**src/design/poker_pkg.sv**
```systemverilog
package poker_pkg;

    // chip amounts for balances, pot and bets.
    typedef logic [6:0] chips_t;

    // 0 is player 1, 1 is player 2.
    typedef logic player_t;

    typedef enum logic [1:0] {
        preflop = 2'd0,
        flop    = 2'd1,
        turn    = 2'd2,
        river   = 2'd3
    } round_e;

    typedef enum logic [1:0] {
        mode_playing = 2'd0,
        mode_cashout = 2'd1,
        mode_freeze  = 2'd2
    } mode_e;

    localparam chips_t START_BALANCE = 7'd49;
    localparam chips_t RAISE_STEP    = 7'd5;   // fixed raise per press.

endpackage

```
**src/design/display_pkg.sv**
```systemverilog
package display_pkg;

    typedef logic [3:0] digit_t;

    // segments g..a, active low.
    typedef logic [6:0] seg_t;

    function automatic seg_t seg_encode(digit_t d);
        case (d)
            4'd0:    return 7'b1000000;
            4'd1:    return 7'b1111001;
            4'd2:    return 7'b0100100;
            4'd3:    return 7'b0110000;
            4'd4:    return 7'b0011001;
            4'd5:    return 7'b0010010;
            4'd6:    return 7'b0000010;
            4'd7:    return 7'b1111000;
            4'd8:    return 7'b0000000;
            4'd9:    return 7'b0010000;
            default: return 7'b1111111;   // blank.
        endcase
    endfunction

endpackage

```
**src/design/player_action_if.sv**
```systemverilog
interface player_action_if;

    logic fold;      // one-cycle strobes.
    logic call;
    logic raise;
    logic cashout;   // debounced levels.
    logic freeze;

    modport conditioner (
        output fold, call, raise, cashout, freeze
    );

    modport mode (
        input cashout, freeze
    );

    modport bet (
        input fold, call, raise
    );

endinterface

```
**src/design/button_conditioner.sv**
```systemverilog
module button_conditioner #(
    parameter int DEBOUNCE_CYCLES = 1000000
) (
    input  logic clk,
    input  logic reset_d,
    input  logic btn_fold,
    input  logic btn_call,
    input  logic btn_raise,
    input  logic sw_cashout,
    input  logic sw_freeze,
    player_action_if.conditioner act
);

    localparam int CNT_W = $clog2(DEBOUNCE_CYCLES + 1);

    logic [4:0] raw;
    logic [4:0] level;
    logic [2:0] level_q;
    logic [2:0] strobe;

    // buttons low, switches high.
    assign raw = {sw_freeze, sw_cashout, btn_raise, btn_call, btn_fold};

    for (genvar i = 0; i < 5; i++) begin : g_debounce
        logic             sync;
        logic             stable;
        logic [CNT_W-1:0] cnt;

        always_ff @(posedge clk or posedge reset_d) begin
            if (reset_d) begin
                sync   <= 1'b0;
                stable <= 1'b0;
                cnt    <= '0;
            end else begin
                sync <= raw[i];
                if (sync == stable) begin
                    cnt <= '0;   // bounce restarts the count.
                end else if (cnt == CNT_W'(DEBOUNCE_CYCLES - 1)) begin
                    stable <= sync;
                    cnt    <= '0;
                end else begin
                    cnt <= cnt + 1'b1;
                end
            end
        end

        assign level[i] = stable;
    end

    // rising edge of each button level.
    always_ff @(posedge clk or posedge reset_d) begin
        if (reset_d) begin
            level_q <= '0;
            strobe  <= '0;
        end else begin
            level_q <= level[2:0];
            strobe  <= level[2:0] & ~level_q;
        end
    end

    assign act.fold    = strobe[0];
    assign act.call    = strobe[1];
    assign act.raise   = strobe[2];
    assign act.cashout = level[3];
    assign act.freeze  = level[4];

endmodule

```
**src/design/game_mode_fsm.sv**
```systemverilog
module game_mode_fsm
    import poker_pkg::*;
(
    input  logic   clk,
    input  logic   reset_d,
    player_action_if.mode act,
    input  round_e round,
    output logic   betting_enable,
    output logic   new_game
);

    mode_e mode;
    mode_e mode_n;
    mode_e saved;     // mode to return to after freeze.
    mode_e saved_n;
    logic  leave_cashout;

    always_comb begin
        mode_n        = mode;
        saved_n       = saved;
        leave_cashout = 1'b0;
        case (mode)
            mode_playing: begin
                if (act.freeze) begin
                    mode_n  = mode_freeze;
                    saved_n = mode_playing;
                end else if (act.cashout && round == preflop) begin
                    mode_n = mode_cashout;   // only between hands.
                end
            end
            mode_cashout: begin
                if (act.freeze) begin
                    mode_n  = mode_freeze;
                    saved_n = mode_cashout;
                end else if (!act.cashout) begin
                    mode_n        = mode_playing;
                    leave_cashout = 1'b1;
                end
            end
            mode_freeze: begin
                if (!act.freeze)
                    mode_n = saved;
            end
            default: mode_n = mode_playing;
        endcase
    end

    always_ff @(posedge clk or posedge reset_d) begin
        if (reset_d) begin
            mode     <= mode_playing;
            saved    <= mode_playing;
            new_game <= 1'b0;
        end else begin
            mode     <= mode_n;
            saved    <= saved_n;
            new_game <= leave_cashout;   // fresh balances on return.
        end
    end

    assign betting_enable = (mode == mode_playing);

endmodule

```
**src/design/betting_engine.sv**
```systemverilog
module betting_engine
    import poker_pkg::*;
(
    input  logic    clk,
    input  logic    reset_d,
    player_action_if.bet act,
    input  logic    betting_enable,
    input  logic    new_game,
    input  logic    win,
    input  logic    tie,
    output round_e  round,
    output player_t cur_player,
    output chips_t  pot,
    output chips_t  p1_balance,
    output chips_t  p2_balance
);

    chips_t  cur_bet;
    chips_t  p1_bet;        // amounts put in this round.
    chips_t  p2_bet;
    player_t first_player;

    round_e  round_n;
    player_t player_n;
    chips_t  pot_n;
    chips_t  p1_bal_n;
    chips_t  p2_bal_n;
    chips_t  cur_bet_n;
    chips_t  p1_bet_n;
    chips_t  p2_bet_n;
    player_t first_n;

    chips_t  actor_bet;
    chips_t  owed;
    chips_t  pot_in;
    chips_t  half_pot;
    chips_t  raise_cost;
    chips_t  raise_bet;
    logic    closing;

    assign actor_bet  = cur_player ? p2_bet : p1_bet;
    assign owed       = cur_bet - actor_bet;   // zero on a check.
    assign pot_in     = pot + owed;
    assign half_pot   = pot_in >> 1;           // tie split rounds down.
    assign raise_cost = owed + RAISE_STEP;
    assign raise_bet  = cur_bet + RAISE_STEP;

    // a call, or a check by the second actor, ends the round.
    assign closing = (cur_bet != '0) || (cur_player != first_player);

    always_comb begin
        round_n   = round;
        player_n  = cur_player;
        pot_n     = pot;
        p1_bal_n  = p1_balance;
        p2_bal_n  = p2_balance;
        cur_bet_n = cur_bet;
        p1_bet_n  = p1_bet;
        p2_bet_n  = p2_bet;
        first_n   = first_player;
        if (betting_enable) begin
            if (act.fold) begin
                if (cur_player)
                    p1_bal_n = p1_balance + pot;
                else
                    p2_bal_n = p2_balance + pot;
                pot_n     = '0;
                cur_bet_n = '0;
                p1_bet_n  = '0;
                p2_bet_n  = '0;
                round_n   = preflop;
                first_n   = ~first_player;
                player_n  = ~first_player;
            end else if (act.call) begin
                if (closing) begin
                    if (cur_player)
                        p2_bal_n = p2_balance - owed;
                    else
                        p1_bal_n = p1_balance - owed;
                    pot_n     = pot_in;
                    cur_bet_n = '0;
                    p1_bet_n  = '0;
                    p2_bet_n  = '0;
                    if (round == river) begin
                        // showdown.
                        if (tie) begin
                            p1_bal_n = p1_bal_n + half_pot;
                            p2_bal_n = p2_bal_n + half_pot;
                        end else if (win) begin
                            p1_bal_n = p1_bal_n + pot_in;
                        end else begin
                            p2_bal_n = p2_bal_n + pot_in;
                        end
                        pot_n    = '0;
                        round_n  = preflop;
                        first_n  = ~first_player;
                        player_n = ~first_player;
                    end else begin
                        round_n  = round_e'(round + 2'd1);
                        player_n = first_player;
                    end
                end else begin
                    player_n = ~cur_player;
                end
            end else if (act.raise) begin
                if (cur_player) begin
                    p2_bal_n = p2_balance - raise_cost;
                    p2_bet_n = raise_bet;
                end else begin
                    p1_bal_n = p1_balance - raise_cost;
                    p1_bet_n = raise_bet;
                end
                pot_n     = pot + raise_cost;
                cur_bet_n = raise_bet;
                player_n  = ~cur_player;
            end
        end
    end

    always_ff @(posedge clk or posedge reset_d) begin
        if (reset_d) begin
            round        <= preflop;
            cur_player   <= 1'b0;
            pot          <= '0;
            p1_balance   <= START_BALANCE;
            p2_balance   <= START_BALANCE;
            cur_bet      <= '0;
            p1_bet       <= '0;
            p2_bet       <= '0;
            first_player <= 1'b0;
        end else if (new_game) begin
            round        <= preflop;
            cur_player   <= 1'b0;
            pot          <= '0;
            p1_balance   <= START_BALANCE;
            p2_balance   <= START_BALANCE;
            cur_bet      <= '0;
            p1_bet       <= '0;
            p2_bet       <= '0;
            first_player <= 1'b0;
        end else begin
            round        <= round_n;
            cur_player   <= player_n;
            pot          <= pot_n;
            p1_balance   <= p1_bal_n;
            p2_balance   <= p2_bal_n;
            cur_bet      <= cur_bet_n;
            p1_bet       <= p1_bet_n;
            p2_bet       <= p2_bet_n;
            first_player <= first_n;
        end
    end

endmodule

```
**src/design/score_display.sv**
```systemverilog
module score_display
    import poker_pkg::*;
    import display_pkg::*;
#(
    parameter int SCAN_BITS = 16
) (
    input  logic    clk,
    input  logic    reset_d,
    input  round_e  round,
    input  player_t cur_player,
    input  chips_t  pot,
    input  chips_t  p1_balance,
    input  chips_t  p2_balance,
    output seg_t    seg,
    output logic [3:0] an,
    output seg_t    seg2,
    output logic [1:0] an2,
    output seg_t    seg3,
    output logic [1:0] an3
);

    digit_t round_dig;
    digit_t player_dig;
    digit_t pot_tens;
    digit_t pot_units;
    digit_t p1_tens;
    digit_t p1_units;
    digit_t p2_tens;
    digit_t p2_units;
    digit_t main_dig;
    digit_t p1_dig;
    digit_t p2_dig;

    logic [SCAN_BITS-1:0] scan_cnt;
    logic [1:0]           sel;
    logic                 scan_on;   // set at the first scan step.

    function automatic digit_t tens_of(chips_t v);
        return digit_t'(v / 7'd10);
    endfunction

    function automatic digit_t units_of(chips_t v);
        return digit_t'(v % 7'd10);
    endfunction

    always_ff @(posedge clk) begin
        round_dig  <= {2'b00, round};
        player_dig <= {3'b000, cur_player};
        pot_tens   <= tens_of(pot);
        pot_units  <= units_of(pot);
        p1_tens    <= tens_of(p1_balance);
        p1_units   <= units_of(p1_balance);
        p2_tens    <= tens_of(p2_balance);
        p2_units   <= units_of(p2_balance);
    end

    always_ff @(posedge clk or posedge reset_d) begin
        if (reset_d) begin
            scan_cnt <= '0;
            sel      <= '0;
            scan_on  <= 1'b0;
        end else begin
            scan_cnt <= scan_cnt + 1'b1;
            if (&scan_cnt) begin
                scan_on <= 1'b1;
                if (scan_on)
                    sel <= sel + 1'b1;
            end
        end
    end

    // an[0] is the rightmost digit.
    always_comb begin
        case (sel)
            2'd0:    main_dig = pot_units;
            2'd1:    main_dig = pot_tens;
            2'd2:    main_dig = player_dig;
            default: main_dig = round_dig;
        endcase
    end

    assign p1_dig = sel[0] ? p1_tens : p1_units;
    assign p2_dig = sel[0] ? p2_tens : p2_units;

    assign an  = scan_on ? ~(4'b0001 << sel) : 4'b1111;
    assign an2 = scan_on ? (sel[0] ? 2'b01 : 2'b10) : 2'b11;
    assign an3 = an2;

    assign seg  = seg_encode(main_dig);
    assign seg2 = ~seg_encode(p1_dig);   // player banks wired inverted.
    assign seg3 = ~seg_encode(p2_dig);

endmodule

```
**src/design/poker_table.sv**
```systemverilog
module poker_table
    import poker_pkg::*;
    import display_pkg::*;
#(
    parameter int DEBOUNCE_CYCLES = 1000000,
    parameter int SCAN_BITS       = 16
) (
    input  logic       clk,
    input  logic       reset_d,
    input  logic       btn_fold,
    input  logic       btn_call,
    input  logic       btn_raise,
    input  logic       sw_cashout,
    input  logic       sw_freeze,
    input  logic       win,
    input  logic       tie,
    output seg_t       seg,
    output logic [3:0] an,
    output seg_t       seg2,
    output logic [1:0] an2,
    output seg_t       seg3,
    output logic [1:0] an3,
    output round_e     round,
    output player_t    cur_player,
    output chips_t     pot,
    output chips_t     p1_balance,
    output chips_t     p2_balance
);

    logic betting_enable;
    logic new_game;

    player_action_if act_if ();

    button_conditioner #(
        .DEBOUNCE_CYCLES (DEBOUNCE_CYCLES)
    ) button_conditioner_i (
        .clk        (clk),
        .reset_d    (reset_d),
        .btn_fold   (btn_fold),
        .btn_call   (btn_call),
        .btn_raise  (btn_raise),
        .sw_cashout (sw_cashout),
        .sw_freeze  (sw_freeze),
        .act        (act_if.conditioner)
    );

    game_mode_fsm game_mode_fsm_i (
        .clk            (clk),
        .reset_d        (reset_d),
        .act            (act_if.mode),
        .round          (round),
        .betting_enable (betting_enable),
        .new_game       (new_game)
    );

    betting_engine betting_engine_i (
        .clk            (clk),
        .reset_d        (reset_d),
        .act            (act_if.bet),
        .betting_enable (betting_enable),
        .new_game       (new_game),
        .win            (win),
        .tie            (tie),
        .round          (round),
        .cur_player     (cur_player),
        .pot            (pot),
        .p1_balance     (p1_balance),
        .p2_balance     (p2_balance)
    );

    score_display #(
        .SCAN_BITS (SCAN_BITS)
    ) score_display_i (
        .clk        (clk),
        .reset_d    (reset_d),
        .round      (round),
        .cur_player (cur_player),
        .pot        (pot),
        .p1_balance (p1_balance),
        .p2_balance (p2_balance),
        .seg        (seg),
        .an         (an),
        .seg2       (seg2),
        .an2        (an2),
        .seg3       (seg3),
        .an3        (an3)
    );

endmodule

```
**config.mk**
```make
export PLATFORM = sky130hd
export DESIGN_NAME = poker_table
export DESIGN_NICKNAME = d
export VERILOG_FILES = /design/src/design/poker_pkg.sv /design/src/design/display_pkg.sv /design/src/design/player_action_if.sv /design/src/design/button_conditioner.sv /design/src/design/game_mode_fsm.sv /design/src/design/betting_engine.sv /design/src/design/score_display.sv /design/src/design/poker_table.sv
export SDC_FILE = /design/constraint.sdc
export NUM_CORES = 1
export LEC_CHECK = 0
export ABC_AREA = 1
export BUFFER_PORTS_ARGS = -buffer_cell sky130_fd_sc_hd__buf_2
export CAP_MARGIN = 20
export CORE_MARGIN = 2
export CORE_UTILIZATION = 45
export DETAILED_ROUTE_END_ITERATION = 10
export GPL_ROUTABILITY_DRIVEN = 0
export PLACE_DENSITY_LB_ADDON = 0.08
export SLEW_MARGIN = 20
export SYNTH_ARGS = -nofsm -noshare
export SYNTH_HDL_FRONTEND = slang
export SYNTH_HIERARCHICAL = 1
export SYNTH_SLANG_ARGS = --single-unit
```
**constraint.sdc**
```tcl
create_clock -name clk -period 4.65 [get_ports clk]
set_input_delay 0.2325 -clock clk [delete_from_list [all_inputs] [get_ports clk]]
set_output_delay 0.2325 -clock clk [all_outputs]
set_load 0.01 [all_outputs]
```
==> flow_summary.yaml <==
cells_and_area:
  ff_latch_area_um2: 5179
  finish.instance_area_um2: 17540
  num-fill-cells: 3393
  multiInputGateArea_um2: 9274
  final_common_cell: "nand2_1"
  drive_gt1_share_pct: 13.28
  most-common-layout-cells: "nand2_1, nor2_1, inv_1"
  diodes: 0
  num-nets-final: 2380
  area_growth_pct: 12.13
critical_path:
  ff2ff_path_depth: 24
  critPathLaunch: "betting_engine_i/cur_player$_DFFE_PP0P_"
  ff2ff_setup_slack_ns: 0.36
  cp-endpoint: "betting_engine_i/p1_balance[6]$_DFFE_PP0P_"
  endpoint_kind: "register"
  worstPathMaxFanout: 7
  r2r_end: "betting_engine_i/p1_balance[6]$_DFFE_PP0P_"
  r2r_start: "betting_engine_i/cur_player$_DFFE_PP0P_"
  crit_arrival_ns: 4.73
  crit_path_start_kind: "register"
  critPathRequiredTime_ns: 5.09
  path_class: "reg2reg"
die:
  dieWidth_um: 190.4
  fp.coreArea_um2: 34370
  fp.dieH_um: 190.4
  start_util_pct: 45.50
  dieArea_um2: 36270
  fp-row-count: 68
  ios: 62
yosys:
  syn_inst: 2156
  yosysWarnings: 6
  syn_nets: 2287
  synth.largest_area_cell: "dfrtp_1"
  ys_types: 67
  mappedNetlistArea_um2: 15640
  yosys-top-cells-area: "dfrtp_1, nand2_1, ha_1"
  yosys_register_bits: 212
  synth_seq_area_share_pct: 33.10
  async_flop_share_pct: 87.26
  yosysTopAreaCellShare_pct: 28.64
  synth_edf_count: 0
  ys_dominant_reg_cell: "dfrtp_1"
  postSynthAreaPerCell_um2: 7.255
drt:
  drt_wl_total_um: 38940
  ant_nets: 0
  drt_iter0_drc: 834
  drt_drc_violations_left: 0
  first_pass_iters: 5
  vias: 13790
  wl_per_cell_um: 14.31
  viasPerCell: 5.066
grt:
  grt_pass1_wl_um: 64990
  grt_pass1_vias: 13220
  antenna_found_initial: 0
  grt_max_degree: 55
  grtUsageTotal_pct: 21.88
  grt_overflow_total: 0
placed_design:
  place_hpwl_um: 29720
  port-buffer-count: 61
  place_area_um2: 16580
min_path:
  min_path_type: "in2async"
clocking:
  cts.clk_slew.worst_paths_ns: 0.07
  clk_latency_ns: 0.55
  ctsLongestPathBuffers: 3
  numCtsBuffers: 26
  cts_tree: "done"
  h-tree-depth: 1
  clockRootBuffer: "clkbuf_16"
  cts.sinks: 212
pwr:
  power_switching_uw: 891.9
  switching_share_pct: 22.63
  p_leak_nw: 8.748
  irDropWorstVdd_v: 0.0003237
  p_seq_share_pct: 47.3
  power_density_nw_per_um2: 224.7
  clkPwrFrac_pct: 50.1
  p_int_mw: 3.049
  p_comb_share_pct: 2.5
sta:
  drv_slew: 0
  min_period_ns: 4.290
  max_clock_freq_mhz: 233.1
  fin_crit_sh_pct: 92.26
  slew_headroom_pct: 49.93
  fin_skew_ns: 0.02302
  finalHoldViolCount: 0
  final.setup.tns_ns: 0
  setup_violations: 0
  worst_pin_slew_ns: 0.7502
outcome:
  status: "finished, final reports clean"
flow_run:
  cap_violations: 0
-- registers in the layout, summed over array words and instances, names as in the netlist, 3 cells and up --
signal                                  flops
button_conditioner_i/g_debounce.cnt       100
score_display_i/scan_cnt                   16
betting_engine_i/cur_bet                    7
betting_engine_i/p1_balance                 7
betting_engine_i/p1_bet                     7
betting_engine_i/p2_balance                 7
betting_engine_i/p2_bet                     7
betting_engine_i/pot                        7
button_conditioner_i/g_debounce.sync        5
score_display_i/p1_tens                     4
score_display_i/p1_units                    4
score_display_i/p2_tens                     4
score_display_i/p2_units                    4
score_display_i/pot_tens                    4
score_display_i/pot_units                   4
button_conditioner_i/g_debounce.stable      3
button_conditioner_i/level_q                3
button_conditioner_i/strobe                 3
-- metal layers --
metal / GRT usage, % / vias up / share of wire (%)
li1: - / 7096 / -
met1: 29.14 / 6355 / 46
met2: 36.78 / 258 / 46
met3: 2.264 / 80 / 3.8
met4: 8.080 / 0 / 3.7
met5: 0 / - / 0
-- worst max-delay path: stages (launching register included) --
cell	delay [ns]
dfrtp_2	0.45
buf_4	0.16
o21ai_2	0.19
ha_1	0.26
nand3_1	0.12
nand2_1	0.10
nand2_1	0.14
nand2_2	0.12
ha_2	0.33
a21o_1	0.21
a31o_2	0.22
xor2_1	0.21
inv_2	0.11
ha_1	0.34
and2_1	0.18
or2_2	0.27
a21oi_1	0.16
or2_0	0.13
nand3_1	0.06
nand2_1	0.11
nand3_1	0.07
nand3_1	0.10
nand2_1	0.05
nand2_1	0.05
nand2_1	0.04
-- how the worst min path moves through the flow --
stage / from / endpoint / slack (ns) / depth (start not counted)
after floorplan: reset_d / game_mode_fsm_i/mode[0]$_DFFE_PP0P_ / -0.001 / 1
after global placement: reset_d / game_mode_fsm_i/new_game$_DFF_PP0_ / 0.20 / 2
after detailed placement: reset_d / game_mode_fsm_i/new_game$_DFF_PP0_ / 0.22 / 2
after CTS: reset_d / game_mode_fsm_i/mode[1]$_DFFE_PP0P_ / 0.17 / 3
after global routing: reset_d / game_mode_fsm_i/mode[1]$_DFFE_PP0P_ / 0.20 / 3
final: reset_d / game_mode_fsm_i/mode[1]$_DFFE_PP0P_ / 0.20 / 3
-- cell families after synthesis --
group | after synthesis | synth area share (%)
AND/OR/NAND/NOR | 1099 | 31.37
buffers and inverters | 326 | 8.055
AO/OA/AOI/OAI | 288 | 10.78
flip-flops | 212 | 33.10
adder cells (fa/ha/maj) | 122 | 10.38
XOR/XNOR | 108 | 6.240
multiplexers | 1 | 0.07199
-- power groups by stage --
stage               registers (mW)  logic [mW]  clock network [mW]
floorplan                     1.90      0.0687                   0
global placement              1.90      0.0990                   0
detailed placement            1.90      0.0999                   0
CTS                           1.87       0.104                2.05
global route                  1.87       0.117                2.11
finish                        1.87      0.0995                1.98
-- cell type report --
type,instances,share of cell area (%)
inverter,300,6.470
clock buffer,37,4.230
multi-input combinational,1618,52.87
sequential,212,29.53
timing repair buffer,91,3.110
clock inverter,9,0.5422
tap,455,3.246
-- cell usage after synthesis, types with 7 or more instances --
cell type	instances
nand2_1	459
nor2_1	316
inv_1	280
dfrtp_1	179
nand3_1	154
o21ai_0	121
ha_1	109
a21oi_1	88
xor2_1	76
nand2_2	39
xnor2_1	28
dfxtp_1	27
or2_2	20
nand4_1	19
nor2_2	18
nand3_2	17
nor3_1	17
clkbuf_1	16
inv_2	16
fa_1	13
nor2_4	8
o211ai_1	8
o22ai_1	8
a31oi_1	7
o21ai_1	7
-- through the flow --
| stage | instances | util [%] | total power [mW] | setup WS (ns) | hold slack, ns |
|---|---|---|---|---|---|
| final | 2722 | 51.03 | 3.941 | 0.3600 | 0.1956 |
| after global routing | 2722 | 51.03 | 4.094 | -0.02760 | 0.1959 |
| after CTS | 2721 | 50.84 | 4.018 | 0.03976 | 0.1725 |
| after detailed placement | 2669 | 48.23 | 1.999 | 0.06393 | 0.2211 |
| after global placement | 2669 | 48.23 | 1.998 | 0.1710 | 0.2034 |
| after floorplan | 2156 | - | 1.966 | 0.03214 | -0.001418 |
-- what timing repair did --
item	in CTS	in global routing
resized for setup	0	15
endpoints found under the hold margin	104	0
hold buffers	6	0
setup buffers	0	1
endpoints found under the setup margin	0	8
Note: power is estimated with default switching activity, not from simulation.
